$ cat src/hw/shannon_lpf_settings.svh
`ifndef SHANNON_LPF_SETTINGS_SVH
`define SHANNON_LPF_SETTINGS_SVH

// Block geometry
`define LPF_NSAMPS      8
`define LPF_HIST_BLOCKS 5
`define LPF_NPAIRS      8

// Data widths
`define LPF_IN_BITS     12
`define LPF_OUT_BITS    12
`define LPF_COEF_BITS   18

// Output scaling and pipeline depth
`define LPF_SHIFT       15
`define LPF_LATENCY     5

// Q0.15 taps, symmetric about lag 16
`define LPF_COEF_L1     (-23)
`define LPF_COEF_L3     (105)
`define LPF_COEF_L5     (-526)
`define LPF_COEF_L7     (263)
`define LPF_COEF_L9     (-949)
`define LPF_COEF_L11    (1672)
`define LPF_COEF_L13    (-3216)
`define LPF_COEF_L15    (10342)
`define LPF_COEF_CENTRE (16384)

`endif

$ cat src/hw/shannon_lpf_pkg.sv
`default_nettype none

`include "shannon_lpf_settings.svh"

package shannon_lpf_pkg;

    // Input side
    typedef logic signed [`LPF_IN_BITS-1:0] sample_t;

    // Lane 0 is the oldest sample of the block
    typedef sample_t [`LPF_NSAMPS-1:0] sample_block_t;

    // Current block on top, older blocks below
    typedef sample_t [`LPF_HIST_BLOCKS*`LPF_NSAMPS-1:0] hist_window_t;

    // Arithmetic widths
    typedef logic signed [`LPF_IN_BITS:0] pair_sum_t;
    typedef logic signed [`LPF_COEF_BITS-1:0] coef_t;
    typedef logic signed [`LPF_IN_BITS+`LPF_COEF_BITS:0] product_t;

    // Nine products plus headroom
    typedef logic signed [`LPF_IN_BITS+`LPF_COEF_BITS+5:0] acc_t;

    // Output side
    typedef logic signed [`LPF_OUT_BITS-1:0] out_sample_t;
    typedef out_sample_t [`LPF_NSAMPS-1:0] out_block_t;

    // Pair j holds lags 2j+1 and 31-2j
    typedef struct packed {
        pair_sum_t [`LPF_NPAIRS-1:0] pairs;
        pair_sum_t                   centre;
    } lane_terms_t;

endpackage

`default_nettype wire

$ cat src/hw/sample_history.sv
`timescale 1ns/1ps
`default_nettype none

`include "shannon_lpf_settings.svh"

module sample_history (
    input  logic                         clk_i,
    input  logic                         rst_n_i,
    input  shannon_lpf_pkg::sample_block_t blk_i,
    output shannon_lpf_pkg::hist_window_t  win_o
);

    import shannon_lpf_pkg::*;

    localparam int NS = `LPF_NSAMPS;
    localparam int HB = `LPF_HIST_BLOCKS;

    hist_window_t win_q;

    ////////////////////
    // Block shift register
    ////////////////////

    // Oldest block falls off the bottom each clock
    always_ff @(posedge clk_i) begin
        if (!rst_n_i) begin
            win_q <= '0;
        end else begin
            for (int b = 0; b < HB - 1; b++) begin
                win_q[b*NS +: NS] <= win_q[(b+1)*NS +: NS];
            end
            // Newest block lands on top
            win_q[(HB-1)*NS +: NS] <= blk_i;
        end
    end

    assign win_o = win_q;

endmodule

`default_nettype wire

$ cat config.mk
export PLATFORM = sky130hd
export DESIGN_NAME = sample_history
export DESIGN_NICKNAME = d
export VERILOG_FILES = /design/src/hw/shannon_lpf_pkg.sv /design/src/hw/sample_history.sv
export VERILOG_INCLUDE_DIRS = /design/src /design/src/hw
export SDC_FILE = /design/constraint.sdc
export NUM_CORES = 1
export LEC_CHECK = 0
export BUFFER_PORTS_ARGS = -buffer_cell sky130_fd_sc_hd__buf_4
export CELL_PAD_IN_SITES_DETAIL_PLACEMENT = 1
export CELL_PAD_IN_SITES_GLOBAL_PLACEMENT = 1
export CORE_AREA = 2 2 225 227
export DETAILED_ROUTE_END_ITERATION = 7
export DIE_AREA = 0 0 227 229
export PLACE_DENSITY_LB_ADDON = 0.2
export SLEW_MARGIN = 40
export SYNTH_ARGS = -nofsm -noshare
export SYNTH_HDL_FRONTEND = slang
export SYNTH_SLANG_ARGS = --single-unit
export TNS_END_PERCENT = 30
$ cat constraint.sdc
create_clock -name clk_i -period 2 [get_ports clk_i]
set_clock_uncertainty 0.15 [all_clocks]
set_input_delay 0.1 -clock clk_i [delete_from_list [all_inputs] [get_ports clk_i]]
set_output_delay 0.1 -clock clk_i [all_outputs]
set_load 0.02 [all_outputs]
# Word level (Yosys, flattened, before mapping)
# Cells that the tools add are included.
[word_totals]
word_cells = 40
inputBits = 98
ff_bits = 480

# Longest topological paths before layout
[logic_depth]
word_depth = 0
ltp_mapped = 4
mapped_depth_nobuf = 1

# Worst setup path after synthesis
# OpenSTA, ideal clock, no wires.
[synth_timing]
kind = "in2reg"
startpoint = "input rst_n_i"
endpoint = "register win_q (netlist bit win_o[0])"
setup_time_ns = 0.115
path_buffers = 3
stages = 4
setup_slack_ns = 1.110
t_arrival_ns = 0.625
path_cell_list = "buf_4 -> buf_8 -> buf_6 -> and2_1"
[synth_lines]
columns = ["element", "line_no", "text"]
rows = [
  ["start: declaration", "sample_history.sv:8", "input logic rst_n_i,"],
  ["end signal: indexed assignment", "sample_history.sv:30", "win_q[b*NS +: NS] <= win_q[(b+1)*NS +: NS];"],
  ["end signal: indexed assignment", "sample_history.sv:33", "win_q[(HB-1)*NS +: NS] <= blk_i;"],
  ["end: declaration", "sample_history.sv:18", "hist_window_t win_q;"],
]
# No word-level cell between the ends.

# Worst setup path after layout
[layout_timing]
startpoint = "input rst_n_i"
endpoint = "register win_q (netlist bit win_o[447])"
# No word-level cell between the ends.

==> out/metrics.cfg <==
[timing]
rsz0062_at_grt = no
final.period_utilization = 0.748
totalNegativeSetupSlack_ns = 0
hold_violations = 0
tightest_slew_ns = 0.460
relSlewSlack = 0.693
fin_ws_ns = 0.504
max_freq_ghz = 0.668
slew_viol_final = 0
min_period_ns = 1.50
setup_viol = 0

[power_and_ir_drop]
internal_power_mw = 15.9
net-switching-power_mw = 4.65
power_frac_comb = 0.074
p_leak_nw = 9.71
swShare = 0.226
p_clk_frac = 0.440
peakVddDrop_uv = 601
powerDensity_nw_per_um2 = 993
seq_power_share = 0.486

[finish]
layout-drive-gt1-share = 0.373
area_growth_pct = 59.1
fin_cells = 2435
largest_reg_flops = 480
nets = 1819
fin_util = 0.417

[yosys]
synthTopCellsByArea = dfxtp_1, and2_1, buf_6
ys_types = 7
synth_top_area_cell = dfxtp_1
ys_ff_latch = 480
synth-edff-count = 0
synth_ff_type = dfxtp_1
syn_nets = 1111
postSynthAreaPerCell_um2 = 12.9
synthTopCellsByCount = and2_1, dfxtp_1, buf_6, clkbuf_2, buf_2
synth_cells = 1013
seq_area_frac_synth = 0.738
async_flop_share = 0
synth_area_um2 = 13000
synth_top_area_frac = 0.738
synth_warnings = 0

[worst_setup_path]
cp_common_cell = dlygate4sd3_1
rrSetupSlack_ns = 1.22
rr_endpoint = win_o[327]
worstPathMaxFanout = 74
critPathSlowestCell = dlygate4sd3_1
cp-start-kind = input pin
path_cells = dlygate4sd3_1 > buf_8 > and2_1 > dlygate4sd3_1
worstSetupPathType = in2reg
arrival_ns = 1.86
crit_path_end_kind = register
cp_slowest_stage_delay_ns = 0.57
r2r-start = win_o[423]
critical_path_required_ns = 2.37
r2r_cells = 1

[worst_hold_path]
min_path_cells = 3
min-delay-start = blk_i[75]
holdPathEnd = win_o[459]
worstHoldPathType = in2reg

[place]
gp_congestion = 0.789
place_inst = 2218
dp_hpwl_um = 30300
pre_cts_ws_ns = 0.659
io_buffers = 577

[clock_network]
cts_tree = done
clk_latency_ns = 0.58
clock_path_buffers = 3
clock-sinks = 480
cts.clk_slew.worst_paths_ns = 0.06
cts-buffers-inserted = 51
htreeDepth = 2
post_cts_buffers = 0
cts-root-buf = clkbuf_16

[status]
status = complete, no violations

[route]
ant_nets = 0
viasPerCell = 3.72
drt-initial-drc-count = 281
routed_wl_um = 40800
wl_met3_um = 2680
top_layer_used = met4
vias = 9058
drc = 0
wl_per_cell_um = 16.8
firstDrtPassIters = 4
wl_met1_um = 15400
wl_met2_um = 21200

[global_routing]
grt_usage = 0.152
antenna_found_initial = 1
grt_pass1_wl_um = 59100
grt_max_degree = 114
grt_overflow_total = 0
grt_pass1_vias = 9382

[floorplan]
dieArea_um2 = 52000
fp.coreArea_um2 = 49700
initial_core_util = 0.262
die_w_um = 227
io_pins = 578
num_rows = 82
die_h_um = 229

[job]
maxCapViolCount = 0

[per-layer routing]
layer  track usage  vias to the layer above
met5             0                        -
met4        0.0652                        0
met3        0.0444                       83
met2         0.275                      288
met1         0.165                     4206
li1              -                     4481
[logic make-up (layout without fill, tap and decap cells)]
kind of cell,Yosys count,after routing,synth area share
buf+inv,53,801,0.0317
flops,480,480,0.738
other cells,0,2,0
simple gates,480,480,0.231
[cell usage in the layout, fill, tap and decap left out, types with 2 or more instances in the layout]
master / netlist / routed
clkbuf_1: 0 / 22
clkinv_2: 0 / 3
dlygate4sd3_1: 0 / 122
diode_2: 0 / 2
buf_12: 0 / 2
and2_1: 480 / 480
clkbuf_16: 0 / 52
dfxtp_1: 480 / 480
buf_4: 1 / 583
clkinv_4: 0 / 2
clkbuf_8: 0 / 10
[power groups by stage]
stage	Clock, mW	Combinational, mW	Sequential, mW
detailed placement	0	1.35	10.2
finish	9.05	1.53	9.99
floorplan	0	0.306	10.5
global placement	0	1.34	10.2
global route	9.77	1.63	10.0
CTS	9.38	1.55	10.0
[critical path: cells and delay by family]
family,cells,cell delay (ns)
buffers and inverters,3,1.48
AND/OR/NAND/NOR,1,0.21
[stage by stage]
| stage | area (um2) | total power [mW] | hold slack, ns |
|---|---|---|---|
| after floorplan | 13000 | 10.8 | 0.0773 |
| after global placement | 17900 | 11.5 | 0.157 |
| after detailed placement | 17900 | 11.6 | 0.163 |
| after CTS | 20700 | 20.9 | 0.0683 |
| after global routing | 20700 | 21.4 | 0.0783 |
| final | 20700 | 20.6 | 0.113 |
[area by class of cell]
cell class              instances  area (um2)
multi-input cells             480        3000
fillers                      5411       28900
clock inverters                 9        95.1
flip-flops and latches        480        9610
diodes                          2        5.00
well taps                     672         841
repair buffers                708        5650
clock buffers                  84        1520
[repair_timing]
action / CTS / global route
gates resized for setup: 0 / 0
hold buffers: 122 / 0
hold endpoints to repair: 136 / 0
[worst max path at each step]
stage          startpoint    endpoint  depth (start not counted)
5_1_grt           rst_n_i  win_o[466]                          4
4_1_cts        win_o[106]  win_o[106]                          1
6_report          rst_n_i  win_o[447]                          4
3_3_place_gp      rst_n_i   win_o[33]                          3
3_5_place_dp      rst_n_i  win_o[156]                          3
2_1_floorplan     rst_n_i    win_o[0]                          4
Note: power is estimated with default switching activity, not from simulation.
