[config.mk]
export PLATFORM = sky130hd
export DESIGN_NAME = symmetric_preadd
export DESIGN_NICKNAME = d
export VERILOG_FILES = /design/src/hw/shannon_lpf_pkg.sv /design/src/hw/symmetric_preadd.sv
export VERILOG_INCLUDE_DIRS = /design/src /design/src/hw
export SDC_FILE = /design/constraint.sdc
export NUM_CORES = 1
export LEC_CHECK = 0
export BUFFER_PORTS_ARGS = -buffer_cell sky130_fd_sc_hd__buf_2
export CAP_MARGIN = 15
export CORE_AREA = 2 2 231 233
export DETAILED_ROUTE_END_ITERATION = 6
export DIE_AREA = 0 0 233 235
export GPL_TIMING_DRIVEN = 0
export HOLD_SLACK_MARGIN = 0.02
export SLEW_MARGIN = 20
export SYNTH_ARGS = -nofsm -noshare
export SYNTH_HDL_FRONTEND = slang
export SYNTH_SLANG_ARGS = --single-unit
[constraint.sdc]
create_clock -name clk_i -period 4.2 [get_ports clk_i]
set_input_delay 0.63 -clock clk_i [delete_from_list [all_inputs] [get_ports clk_i]]
set_output_delay 0.63 -clock clk_i [all_outputs]
set_load 0.02 [all_outputs]
[src/hw/shannon_lpf_settings.svh]
`ifndef SHANNON_LPF_SETTINGS_SVH
`define SHANNON_LPF_SETTINGS_SVH

// Block geometry
`define LPF_NSAMPS      8
`define LPF_HIST_BLOCKS 5
`define LPF_NPAIRS      8

// Data widths
`define LPF_IN_BITS     12
`define LPF_OUT_BITS    12
`define LPF_COEF_BITS   18

// Output scaling and pipeline depth
`define LPF_SHIFT       15
`define LPF_LATENCY     5

// Q0.15 taps, symmetric about lag 16
`define LPF_COEF_L1     (-23)
`define LPF_COEF_L3     (105)
`define LPF_COEF_L5     (-526)
`define LPF_COEF_L7     (263)
`define LPF_COEF_L9     (-949)
`define LPF_COEF_L11    (1672)
`define LPF_COEF_L13    (-3216)
`define LPF_COEF_L15    (10342)
`define LPF_COEF_CENTRE (16384)

`endif

[src/hw/shannon_lpf_pkg.sv]
`default_nettype none

`include "shannon_lpf_settings.svh"

package shannon_lpf_pkg;

    // Input side
    typedef logic signed [`LPF_IN_BITS-1:0] sample_t;

    // Lane 0 is the oldest sample of the block
    typedef sample_t [`LPF_NSAMPS-1:0] sample_block_t;

    // Current block on top, older blocks below
    typedef sample_t [`LPF_HIST_BLOCKS*`LPF_NSAMPS-1:0] hist_window_t;

    // Arithmetic widths
    typedef logic signed [`LPF_IN_BITS:0] pair_sum_t;
    typedef logic signed [`LPF_COEF_BITS-1:0] coef_t;
    typedef logic signed [`LPF_IN_BITS+`LPF_COEF_BITS:0] product_t;

    // Nine products plus headroom
    typedef logic signed [`LPF_IN_BITS+`LPF_COEF_BITS+5:0] acc_t;

    // Output side
    typedef logic signed [`LPF_OUT_BITS-1:0] out_sample_t;
    typedef out_sample_t [`LPF_NSAMPS-1:0] out_block_t;

    // Pair j holds lags 2j+1 and 31-2j
    typedef struct packed {
        pair_sum_t [`LPF_NPAIRS-1:0] pairs;
        pair_sum_t                   centre;
    } lane_terms_t;

endpackage

`default_nettype wire

[src/hw/symmetric_preadd.sv]
`timescale 1ns/1ps
`default_nettype none

`include "shannon_lpf_settings.svh"

module symmetric_preadd #(
    parameter int LANE = 0
) (
    input  logic                         clk_i,
    input  logic                         rst_n_i,
    input  shannon_lpf_pkg::hist_window_t win_i,
    output shannon_lpf_pkg::lane_terms_t  terms_o
);

    import shannon_lpf_pkg::*;

    // Delay span of the filter, 32 samples
    localparam int SPAN = 4 * `LPF_NPAIRS;
    // First sample of the current block in the window
    localparam int CUR  = (`LPF_HIST_BLOCKS - 1) * `LPF_NSAMPS;
    // Window position of this lane's output sample
    localparam int POS  = CUR + LANE;

    lane_terms_t terms_d;
    lane_terms_t terms_q;

    // Sign extend by one bit
    function automatic pair_sum_t widen(input sample_t s);
        widen = {s[`LPF_IN_BITS-1], s};
    endfunction

    ////////////////////
    // Pair selection
    ////////////////////

    // Lag k pairs with its mirror at SPAN-k
    always_comb begin
        for (int j = 0; j < `LPF_NPAIRS; j++) begin
            terms_d.pairs[j] = widen(win_i[POS - (2*j + 1)])
                             + widen(win_i[POS - (SPAN - (2*j + 1))]);
        end
        // Centre tap has no partner
        terms_d.centre = widen(win_i[POS - SPAN/2]);
    end

    ////////////////////
    // Pre-add register
    ////////////////////

    always_ff @(posedge clk_i) begin
        if (!rst_n_i) begin
            terms_q <= '0;
        end else begin
            terms_q <= terms_d;
        end
    end

    assign terms_o = terms_q;

endmodule

`default_nettype wire

# ---- After elaboration in Yosys (flattened, before gate mapping)
# Index checks and enable logic that the tools add are counted.
dict set report op_classes {
  addsub 8
}
# operator n
set op_table {}
lappend op_table {{$add 12x12->13} 8}
dict set report totals {
  register_bits 116
  in_bits 482
  output_inout_bits 117
  elab_cells 17
}

# ---- Logic depth before layout (Yosys ltp)
dict set report depth {
  depth_word 1
  depth_mapped 7
  mapped_depth_nobuf 7
}

# ---- Worst setup path after synthesis
# No wires, ideal clock.
dict set report synth_path {
  kind {input -> register}
  from {input port win_i[108] (netlist name)}
  to {register terms_q, in the netlist terms_o[77]}
  required_ns 4.104
  n_path_buf 0
  stages 7
  arrival_time_ns 2.244
  slack_ns 1.860
  cell_sequence {ha_1 > fa_1 > a211oi_2 > o21ai_1 > a31oi_1 > o21ai_1 > o41ai_2}
}
dict set report synth_between {
  elab_chain_cells 1
}
# element line_no
set synth_rtl {}
lappend synth_rtl {{start: declaration} symmetric_preadd.sv:11} ;# input shannon_lpf_pkg::hist_window_t win_i,
lappend synth_rtl {{$add 12x12->13} symmetric_preadd.sv:40} ;# + widen(win_i[POS - (SPAN - (2*j + 1))]);
lappend synth_rtl {{end signal: assignment} symmetric_preadd.sv:54} ;# terms_q <= terms_d;
lappend synth_rtl {{end: declaration} symmetric_preadd.sv:25} ;# lane_terms_t terms_q;
# Every way passes these cells.
# A chain may end at the register's enable or synchronous reset.

# ---- Final worst setup path
dict set report layout_path {
  from {input port rst_n_i}
  to {register terms_q, in the netlist terms_o[20]}
}
# element line_no
set layout_lines {}
lappend layout_lines {{start: declaration} symmetric_preadd.sv:10} ;# input logic rst_n_i,
# No word-level cell between the ends.

==> flow_metrics.py <==
metrics = {
    "synth": {
        "yosysWarnings": 0,
        "synth_compound_area_frac": 0.217,
        "synth-simple-area-share": 0.185,
        "synth.mux.area_fraction": 0.0249,
        "synth.distinct_cells": 68,
        "ys_ff_latch": 116,
        "syn_nets": 1388,
        "synth.yosys.seq_area_share": 0.321,
        "synth.avg_cell_area_um2": 9.01,
        "synth_top_area_frac": 0.321,
        "synth_top_family_by_area": "compound AO/OA/AOI/OAI gates",
        "syn_area_um2": 7220,
        "synth_area_leader_cell": "dfxtp_1",
        "synthArstFlopShare": 0,
        "synth_edf_count": 0,
        "postSynthCellCount": 802,
        "synthAdderAreaFrac": 0.188,
        "synth-xor-area-share": 0.0436,
        "yosys_most_used_dff": "dfxtp_1",
        "synth_area_leaders": "dfxtp_1, ha_1, nor2_1",
    },
    "sta": {
        "worst_slack_ns": 1.67,
        "setup_tns_ns": 0,
        "finalSetupViolCount": 0,
        "hold_viol_final": 0,
        "period_minus_slack_ns": 2.53,
        "slew_headroom": 0.306,
        "timing.hold.ws_ns": 0.370,
        "tightest_slew_ns": 1.04,
        "report.final.slew_viol_count": 0,
        "timing.final.crit_share": 0.603,
        "rsz0062_at_grt": "no",
        "timing.fmax_mhz": 395,
    },
    "status": {
        "status": "complete, no violations",
    },
    "routing": {
        "drtAntennaViolNets": 0,
        "viasPerCell": 4.00,
        "firstDrtPassIters": 4,
        "routed_wl_um": 30400,
        "wl_per_cell_um": 16.5,
        "vias": 7376,
        "drtIter0Drc": 318,
        "drc": 0,
    },
    "grt": {
        "grt_usage": 0.110,
        "grt_pass1_wl_um": 43200,
        "grt_max_degree": 17,
        "gr-total-overflow": 0,
        "antenna_found_initial": 13,
        "first_global_vias": 7246,
    },
    "clocking": {
        "clock-sinks": 116,
        "tritoncts": "yes",
        "postCtsResizedCells": 0,
        "numCtsBuffers": 17,
        "clk_pin_slew_ns": 0.05,
        "postCtsSetupRepairBufs": 0,
        "postCtsHoldBufs": 0,
        "cts_root_buf": "clkbuf_16",
        "cts_max_level": 4,
        "clockBufferDepth": 2,
    },
    "placement": {
        "numPlacedInstances": 1811,
        "dp_slack_ns": 0.944,
        "place.port_buffers": 321,
        "dpl_cell_area_um2": 9690,
        "hpwl_um": 24800,
        "gp_congestion": 0.828,
    },
    "die": {
        "start_util": 0.138,
        "rows": 84,
        "die_area_um2": 54800,
        "core_um2": 52200,
        "ios": 599,
        "die_y_um": 235,
        "dieWidth_um": 233,
    },
    "cells_and_area": {
        "final_nets": 1728,
        "layout.cells.non_filler": 1846,
        "utilization": 0.198,
        "largest_reg_flops": 116,
        "syn2layout_area_growth_pct": 43.1,
        "finalInstanceArea_um2": 10300,
        "drive_gt1_frac": 0.325,
        "fillers": 5748,
    },
    "pwr": {
        "cellPowerDensity_nw_per_um2": 393,
        "p_leak_nw": 4.90,
        "irDropWorstVdd_mv": 0.320,
        "power_mw": 4.07,
    },
    "setup_path": {
        "crit_path_top_delay_cell": "clkbuf_1",
        "start_kind": "primary input",
        "required_ns": 4.51,
        "setup.worst_path.class": "primary input to flip-flop",
        "cp_cell_sequence": "buf_2, inv_1, clkbuf_1, clkbuf_1, nor2_1",
        "cp_common_cell": "clkbuf_1",
        "critPathMaxStageDelay_ns": 0.82,
        "end_kind": "flip-flop",
        "worst_ep_arrival_time_ns": 2.84,
        "crit_path_max_fanout": 10,
    },
    "worst_hold_path": {
        "hold_depth": 2,
        "hp-class": "primary input to flip-flop",
    },
    "run": {
        "max-cap-violations": 0,
    },
}
[routing by layer]
| metal | up-vias | global-route usage | part of all wire |
|---|---|---|---|
| met4 | 10 | 0.0629 | 0.035 |
| met1 | 3422 | 0.128 | 0.44 |
| met3 | 69 | 0.0343 | 0.060 |
| met2 | 240 | 0.178 | 0.47 |
| li1 | 3635 | - | - |
| met5 | - | 0 | 0.0021 |
[synth_stat cells, drive strengths merged (3+ instances only)]
cell type	instances
a211oi	23
a21o	25
a21oi	51
a221oi	3
a31oi	5
and2	28
and3	4
and4	4
buf	5
clkbuf	12
dfxtp	116
fa	8
ha	96
inv	19
mux2i	18
nand2	49
nand2b	16
nand3	17
nand4	3
nor2	83
nor2b	9
nor3	18
nor3b	5
nor4	4
nor4b	4
o211ai	5
o21a	18
o21ai	48
o21bai	13
o311ai	3
o31ai	9
o41ai	3
or2	4
or3	10
xnor2	17
xor2	19
[power by group]
group	switching, mW	internal, mW	total [mW]
Clock	0.573	1.05	1.62
Combinational	0.721	0.465	1.19
Sequential	0.0320	1.23	1.26
Total	1.33	2.74	4.07
[kinds of logic after synthesis]
group | Yosys count
flip-flops | 116
buffers and inverters | 36
AO/OA/AOI/OAI | 227
XOR/XNOR | 36
AND/OR/NAND/NOR | 265
adder cells (fa/ha/maj) | 104
multiplexers | 18
[worst max-delay path, delay by kind of cell]
family                 cells  cell delay, ns
buffers and inverters      4            2.03
and+or+nand+nor            1            0.16
[path summary, 6_finish.rpt]
| kind | start | to | slack, ns |
|---|---|---|---|
| hold / removal | win_i[203] | terms_o[11] | 0.37 |
| setup / recovery | rst_n_i | terms_o[20] | 1.67 |
[layout by cell type, fill, tap and decap left out, types with 5 or more instances in the layout]
cell	count
o31ai_1	7
nor3_1	18
nor2_1	83
o21bai_1	13
clkbuf_16	17
buf_2	324
dfxtp_1	116
a21o_1	24
ha_1	96
o21ai_0	38
xor2_1	19
or3_1	10
nand2b_1	16
clkbuf_1	11
and2_1	28
inv_1	19
a211oi_2	5
o211ai_1	5
a21oi_1	51
o21a_1	18
a211oi_1	18
o21ai_1	10
a31oi_1	5
mux2i_1	18
nand3_1	17
xnor2_1	17
nor2b_1	9
fa_1	8
nand2_1	49
[layout make-up]
cell class	instances	area [um2]	share of cell area
well taps	688	861	0.0833
flip-flops and latches	116	2320	0.225
clock inverters	9	150	0.0145
repair buffers	321	1610	0.155
diodes	4	10.0	0.000968
clock buffers	22	484	0.0468
multi-input cells	650	4760	0.460
inverters	19	71.3	0.00690
plain buffers	17	73.8	0.00714
Power figures use the tool's default switching activity.
