$ cat src/hw/shannon_lpf_settings.svh
`ifndef SHANNON_LPF_SETTINGS_SVH
`define SHANNON_LPF_SETTINGS_SVH

// Block geometry
`define LPF_NSAMPS      8
`define LPF_HIST_BLOCKS 5
`define LPF_NPAIRS      8

// Data widths
`define LPF_IN_BITS     12
`define LPF_OUT_BITS    12
`define LPF_COEF_BITS   18

// Output scaling and pipeline depth
`define LPF_SHIFT       15
`define LPF_LATENCY     5

// Q0.15 taps, symmetric about lag 16
`define LPF_COEF_L1     (-23)
`define LPF_COEF_L3     (105)
`define LPF_COEF_L5     (-526)
`define LPF_COEF_L7     (263)
`define LPF_COEF_L9     (-949)
`define LPF_COEF_L11    (1672)
`define LPF_COEF_L13    (-3216)
`define LPF_COEF_L15    (10342)
`define LPF_COEF_CENTRE (16384)

`endif

$ cat src/hw/shannon_lpf_pkg.sv
`default_nettype none

`include "shannon_lpf_settings.svh"

package shannon_lpf_pkg;

    // Input side
    typedef logic signed [`LPF_IN_BITS-1:0] sample_t;

    // Lane 0 is the oldest sample of the block
    typedef sample_t [`LPF_NSAMPS-1:0] sample_block_t;

    // Current block on top, older blocks below
    typedef sample_t [`LPF_HIST_BLOCKS*`LPF_NSAMPS-1:0] hist_window_t;

    // Arithmetic widths
    typedef logic signed [`LPF_IN_BITS:0] pair_sum_t;
    typedef logic signed [`LPF_COEF_BITS-1:0] coef_t;
    typedef logic signed [`LPF_IN_BITS+`LPF_COEF_BITS:0] product_t;

    // Nine products plus headroom
    typedef logic signed [`LPF_IN_BITS+`LPF_COEF_BITS+5:0] acc_t;

    // Output side
    typedef logic signed [`LPF_OUT_BITS-1:0] out_sample_t;
    typedef out_sample_t [`LPF_NSAMPS-1:0] out_block_t;

    // Pair j holds lags 2j+1 and 31-2j
    typedef struct packed {
        pair_sum_t [`LPF_NPAIRS-1:0] pairs;
        pair_sum_t                   centre;
    } lane_terms_t;

endpackage

`default_nettype wire

$ cat src/hw/coef_mac.sv
`timescale 1ns/1ps
`default_nettype none

`include "shannon_lpf_settings.svh"

module coef_mac (
    input  logic                         clk_i,
    input  logic                         rst_n_i,
    input  shannon_lpf_pkg::lane_terms_t terms_i,
    output shannon_lpf_pkg::out_sample_t y_o
);

    import shannon_lpf_pkg::*;

    // Index NPAIRS carries the centre product
    product_t [`LPF_NPAIRS:0] prod_d;
    product_t [`LPF_NPAIRS:0] prod_q;
    acc_t                     acc_d;
    acc_t                     acc_q;
    acc_t                     acc_shift;
    out_sample_t              y_q;

    // Coefficient for pair j, lag 2j+1
    function automatic coef_t pair_coef(input int idx);
        case (idx)
            0:       pair_coef = coef_t'(`LPF_COEF_L1);
            1:       pair_coef = coef_t'(`LPF_COEF_L3);
            2:       pair_coef = coef_t'(`LPF_COEF_L5);
            3:       pair_coef = coef_t'(`LPF_COEF_L7);
            4:       pair_coef = coef_t'(`LPF_COEF_L9);
            5:       pair_coef = coef_t'(`LPF_COEF_L11);
            6:       pair_coef = coef_t'(`LPF_COEF_L13);
            default: pair_coef = coef_t'(`LPF_COEF_L15);
        endcase
    endfunction

    ////////////////////
    // Stage 1 multiply
    ////////////////////

    always_comb begin
        for (int j = 0; j < `LPF_NPAIRS; j++) begin
            prod_d[j] = $signed(terms_i.pairs[j]) * $signed(pair_coef(j));
        end
        prod_d[`LPF_NPAIRS] = $signed(terms_i.centre)
                            * $signed(coef_t'(`LPF_COEF_CENTRE));
    end

    always_ff @(posedge clk_i) begin
        if (!rst_n_i) begin
            prod_q <= '0;
        end else begin
            prod_q <= prod_d;
        end
    end

    ////////////////////
    // Stage 2 sum
    ////////////////////

    always_comb begin
        acc_d = '0;
        for (int j = 0; j <= `LPF_NPAIRS; j++) begin
            acc_d = acc_d + $signed(prod_q[j]);
        end
    end

    always_ff @(posedge clk_i) begin
        if (!rst_n_i) begin
            acc_q <= '0;
        end else begin
            acc_q <= acc_d;
        end
    end

    ////////////////////
    // Stage 3 scale
    ////////////////////

    // Floor division by 2^15, then wrap to output width
    assign acc_shift = acc_q >>> `LPF_SHIFT;

    always_ff @(posedge clk_i) begin
        if (!rst_n_i) begin
            y_q <= '0;
        end else begin
            y_q <= acc_shift[`LPF_OUT_BITS-1:0];
        end
    end

    assign y_o = y_q;

endmodule

`default_nettype wire

$ cat config.mk
export PLATFORM = sky130hd
export DESIGN_NAME = coef_mac
export DESIGN_NICKNAME = d
export VERILOG_FILES = /design/src/hw/shannon_lpf_pkg.sv /design/src/hw/coef_mac.sv
export VERILOG_INCLUDE_DIRS = /design/src /design/src/hw
export SDC_FILE = /design/constraint.sdc
export NUM_CORES = 2
export LEC_CHECK = 0
export BUFFER_PORTS_ARGS = -buffer_cell sky130_fd_sc_hd__buf_2
export CORE_MARGIN = 3
export CORE_UTILIZATION = 55
export CTS_BUF_LIST = sky130_fd_sc_hd__clkbuf_4
export DETAILED_ROUTE_END_ITERATION = 12
export PLACE_DENSITY_LB_ADDON = 0.15
export SYNTH_ARGS = -nofsm -noshare
export SYNTH_HDL_FRONTEND = slang
export SYNTH_SLANG_ARGS = --single-unit
export TNS_END_PERCENT = 10
$ cat constraint.sdc
create_clock -name clk_i -period 5.1 [get_ports clk_i]
set_input_delay 0 -clock clk_i [delete_from_list [all_inputs] [get_ports clk_i]]
set_output_delay 0 -clock clk_i [all_outputs]
set_load 0.02 [all_outputs]
Word-level counts from Yosys, hierarchy flattened:

Index checks and enable logic that the tools add are counted.

* $add $sub $neg: 8
* multiply operators: 8

Operators with widths (count)
* 27-bit adder: 2
* 13-bit by 10-bit multiplier with 23-bit output, second input constant: 2
* 13-bit by 9-bit multiplier with 22-bit output, second input constant: 2
* 26-bit by 24-bit adder with 27-bit output: 1
* 27-bit by 25-bit adder with 27-bit output: 1
* 27-bit by 26-bit adder with 27-bit output: 1
* 25-bit by 23-bit adder with 26-bit output: 1
* 13-bit by 14-bit multiplier with 26-bit output, second input constant: 1
* 22-bit by 24-bit adder with 25-bit output: 1
* 13-bit by 11-bit multiplier with 24-bit output, second input constant: 1
* 19-bit by 21-bit adder with 22-bit output: 1
* 13-bit by 8-bit multiplier with 21-bit output, second input constant: 1
* 13-bit by 6-bit multiplier with 19-bit output, second input constant: 1

* register bits after elaboration: 255
* logic and storage cells: 32

Longest topological paths before layout:

* depth in word-level cells: 8
* depth in mapped cells: 21
* mapped depth without buffers: 21

Worst setup path before layout:

Ideal clock, no wire load.

* kind: register to register
* start: register prod_q[18] (netlist name)
* end: register acc_q[26]
* setup time: 0.087 ns
* data arrival time: 4.507 ns
* required time: 5.013 ns
* setup slack: 0.506 ns
* stages on the path, launching flop included: 15
* path buffers: 0
* clock period less this slack: 4.594 ns
* cells stage by stage: dfxtp_1 inv_1 fa_1 inv_1 fa_1 fa_1 inv_1 fa_1 inv_1 ha_1 or4_1 o211a_1 a2111oi_0 o21ai_0 o31ai_1

* longest elaborated chain between the ends: 8

RTL lines
* 19-bit by 21-bit adder with 22-bit output: RTL line coef_mac.sv:64 `acc_d = acc_d + $signed(prod_q[j]);`
* 22-bit by 24-bit adder with 25-bit output: RTL line coef_mac.sv:64
* 25-bit by 23-bit adder with 26-bit output: RTL line coef_mac.sv:64
* 26-bit by 24-bit adder with 27-bit output: RTL line coef_mac.sv:64
* 27-bit by 25-bit adder with 27-bit output: RTL line coef_mac.sv:64
* 27-bit by 26-bit adder with 27-bit output: RTL line coef_mac.sv:64
* 27-bit adder (2 in a row): RTL line coef_mac.sv:64
* end signal: assignment: RTL line coef_mac.sv:70 `acc_q <= '0;`
* end signal: assignment: RTL line coef_mac.sv:72 `acc_q <= acc_d;`
* end: declaration: RTL line coef_mac.sv:19 `acc_t acc_q;`

Every way passes these cells.
A chain may end at the register's enable or synchronous reset.

Final worst setup path:

* start: register prod_q[4] (netlist name)
* end: register acc_q[25]

* longest elaborated chain between the ends: 8

RTL lines
* start: declaration: RTL line coef_mac.sv:17 `` product_t [`LPF_NPAIRS:0] prod_q; ``
* start signal: assignment: RTL line coef_mac.sv:53 `prod_q <= prod_d;`
* 19-bit by 21-bit adder with 22-bit output: RTL line coef_mac.sv:64
* 22-bit by 24-bit adder with 25-bit output: RTL line coef_mac.sv:64
* 25-bit by 23-bit adder with 26-bit output: RTL line coef_mac.sv:64
* 26-bit by 24-bit adder with 27-bit output: RTL line coef_mac.sv:64
* 27-bit by 25-bit adder with 27-bit output: RTL line coef_mac.sv:64
* 27-bit by 26-bit adder with 27-bit output: RTL line coef_mac.sv:64
* 27-bit adder (2 in a row): RTL line coef_mac.sv:64

Every way passes these cells.

==> results_dict.tcl <==
set metrics [dict create \
    fillers 4435 \
    synthTopCellsByCount "inv_1 (855), ha_1 (596), fa_1 (391)" \
    cap_violations 0 \
    dieArea_um2 55900 \
    synth-edff-count 0 \
    numClockSinks 217 \
    ant_nets 0 \
    synth.top_cell.area_share_pct 26.80 \
    grt_max_degree 62 \
    slew-limit-headroom_pct 50.70 \
    synthesis.area_um2 29210 \
    portBuffers 130 \
    start_util_pct 56.25 \
    fmax_ghz 0.2069 \
    cp_max_fo 5 \
    die_w_um 236.4 \
    end_kind "flop" \
    fin_nets 4423 \
    htree_levels 2 \
    grt_pass1_wl_um 107200 \
    post-place-ws_ns 0.1783 \
    cts-root-buf "clkbuf_4" \
    vias_per_cell 5.067 \
    required_ns 5.74 \
    post-synth-top-area-cell "fa_1" \
    synth_ff_type "dfxtp_1" \
    syn_avg_cell_area_um2 9.498 \
    synth_cells 3075 \
    finalCritPeriodShare_pct 94.77 \
    hpwl_um 53670 \
    clk_latency_ns 0.75 \
    syn2layout_area_growth_pct 10.13 \
    setup_slack_ns 0.2668 \
    drv_slew 0 \
    core_region_area_um2 51920 \
    boundaryPins 131 \
    tightest_slew_ns 0.7209 \
    synth_area_leaders "fa_1 (27%), ha_1 (26%), dfxtp_1 (15%)" \
    cp.arrival_ns 5.48 \
    syn_nets 4181 \
    ys_ff_latch 217 \
    dr.pass1.iters 5 \
    dieHeight_um 236.4 \
    yosysSeqAreaShare_pct 14.87 \
    routabilityCongestion 0.9133 \
    cts_buffers 58 \
    drive_above_1_share_pct 8.242 \
    grt_pass1_vias 22120 \
    path_clk_slew_ns 0.07 \
    period_minus_slack_ns 4.833 \
    yosysMostFrequentCell "inv_1" \
    critPathLaunchType "flop" \
    ys_types 71 \
    skew_ns 0.07208 \
    yosys_warnings 0 \
    drt-total-wl_um 62360 \
    clockBufferDepth 3 \
    worst-setup-path-type "reg2reg" \
    core.rowCount 83 \
    post_drt_wl_per_cell_um 15.42 \
    cts_tree "done" \
    grt_util_all_layers_pct 23.31 \
    async_flop_share_pct 0 \
    drc 0 \
    hold_class "in2reg" \
    drtIter0Drc 865 \
    finalHoldViolCount 0 \
    setup-violations-final 0 \
    vias 20490 \
    grt-ovfl-total 0 \
    antenna_found_initial 4 \
    status "finished clean" \
]
[flip-flops by register name, summed over array words and instances (netlist names)]
signal	count
y_o	12
prod_q	193
acc_q	12
[routing by layer]
layer	share of wire (%)	track usage, %
met2	49	40.95
met1	47	31.91
met5	0.021	0
met3	3.1	1.836
met4	1.6	4.233
[path summary, 6_finish.rpt]
kind | end | cells past startpoint | slack (ns) | start
worst max-delay path | acc_q[25]$_SDFF_PN0_ | 17 | 0.27 | prod_q[4]$_SDFF_PN0_
worst min-delay path | prod_q[193]$_SDFF_PN0_ | 5 | 0.06 | terms_i[94]
worst max register to register | acc_q[25]$_SDFF_PN0_ | 17 | 0.27 | prod_q[4]$_SDFF_PN0_
worst min register to register | y_o[1]$_SDFF_PN0_ | 1 | 0.43 | acc_q[16]$_SDFF_PN0_
[cell families (layout without fill, tap and decap cells)]
logic type,count (synthesis),after routing,synth area share [%]
AND/OR/NAND/NOR,501,501,8.645
flip-flops,217,217,14.87
other,0,2,0
multiplexers,24,24,0.8868
AO/OA/AOI/OAI,306,306,7.279
buffers and inverters,889,1175,11.45
adder cells (fa/ha/maj),987,987,52.33
XOR/XNOR,151,151,4.528
[what timing repair did]
| action | CTS | global route |
|---|---|---|
| setup endpoints to repair | 0 | 2 |
| endpoints found under the hold margin | 82 | 0 |
| setup buffers | 0 | 0 |
| gates resized for setup | 0 | 3 |
| hold buffers | 79 | 0 |
[area by class of cell]
class                      instances  area (um^2)  area share, %
multi-input combinational       1969        21520          66.92
sequential                       217         4344          13.51
inverter                         855         3212          9.986
timing repair buffer             216         1496          4.653
tap                              680        850.8          2.645
clock buffer                      78        585.6          1.821
clock inverter                    26        145.1         0.4513
antenna                            2        5.005        0.01556
[worst max-delay path, cell delays in order (launching register included)]
cell      delay, ns
dfxtp_1        0.31
inv_1          0.05
fa_1           0.53
inv_1          0.06
fa_1           0.50
fa_1           0.55
inv_1          0.06
fa_1           0.54
inv_1          0.05
ha_1           0.27
nand3b_1       0.07
o21ai_0        0.25
nand4_1        0.23
a31oi_2        0.35
o211a_1        0.34
a21oi_1        0.17
and2_1         0.19
o311a_1        0.27
[through the flow]
step | hold slack (ns) | setup TNS, ns | instances | utilization, % | cell area, um^2
floorplan | 0.1273 | 0 | 3075 | - | 29210
global placement | 0.2065 | 0 | 3858 | 58.99 | 30630
detailed placement | 0.2104 | 0 | 3858 | 58.99 | 30630
CTS | 0.001322 | 0 | 4041 | 61.92 | 32150
global route | 0.05639 | -0.03826 | 4042 | 61.94 | 32160
finish | 0.05679 | 0 | 4043 | 61.94 | 32160
[cell usage in the layout, fill, tap and decap left out, drive strengths merged, types with 13 or more instances in the layout]
master         n
inv          856
ha           596
fa           391
dfxtp        217
nor2         171
buf          137
xnor2         90
a21oi         89
and2          81
dlygate4sd3   79
clkbuf        78
xor2          61
nand2         55
nor3          54
o21ai         47
a21o          35
or3           27
nand3         25
clkinv        22
o21bai        16
mux2          15
and3          15
a31oi         13
Power is not shown: default switching activity piles up to over one toggle a cycle in this logic, so the estimate is an artifact.
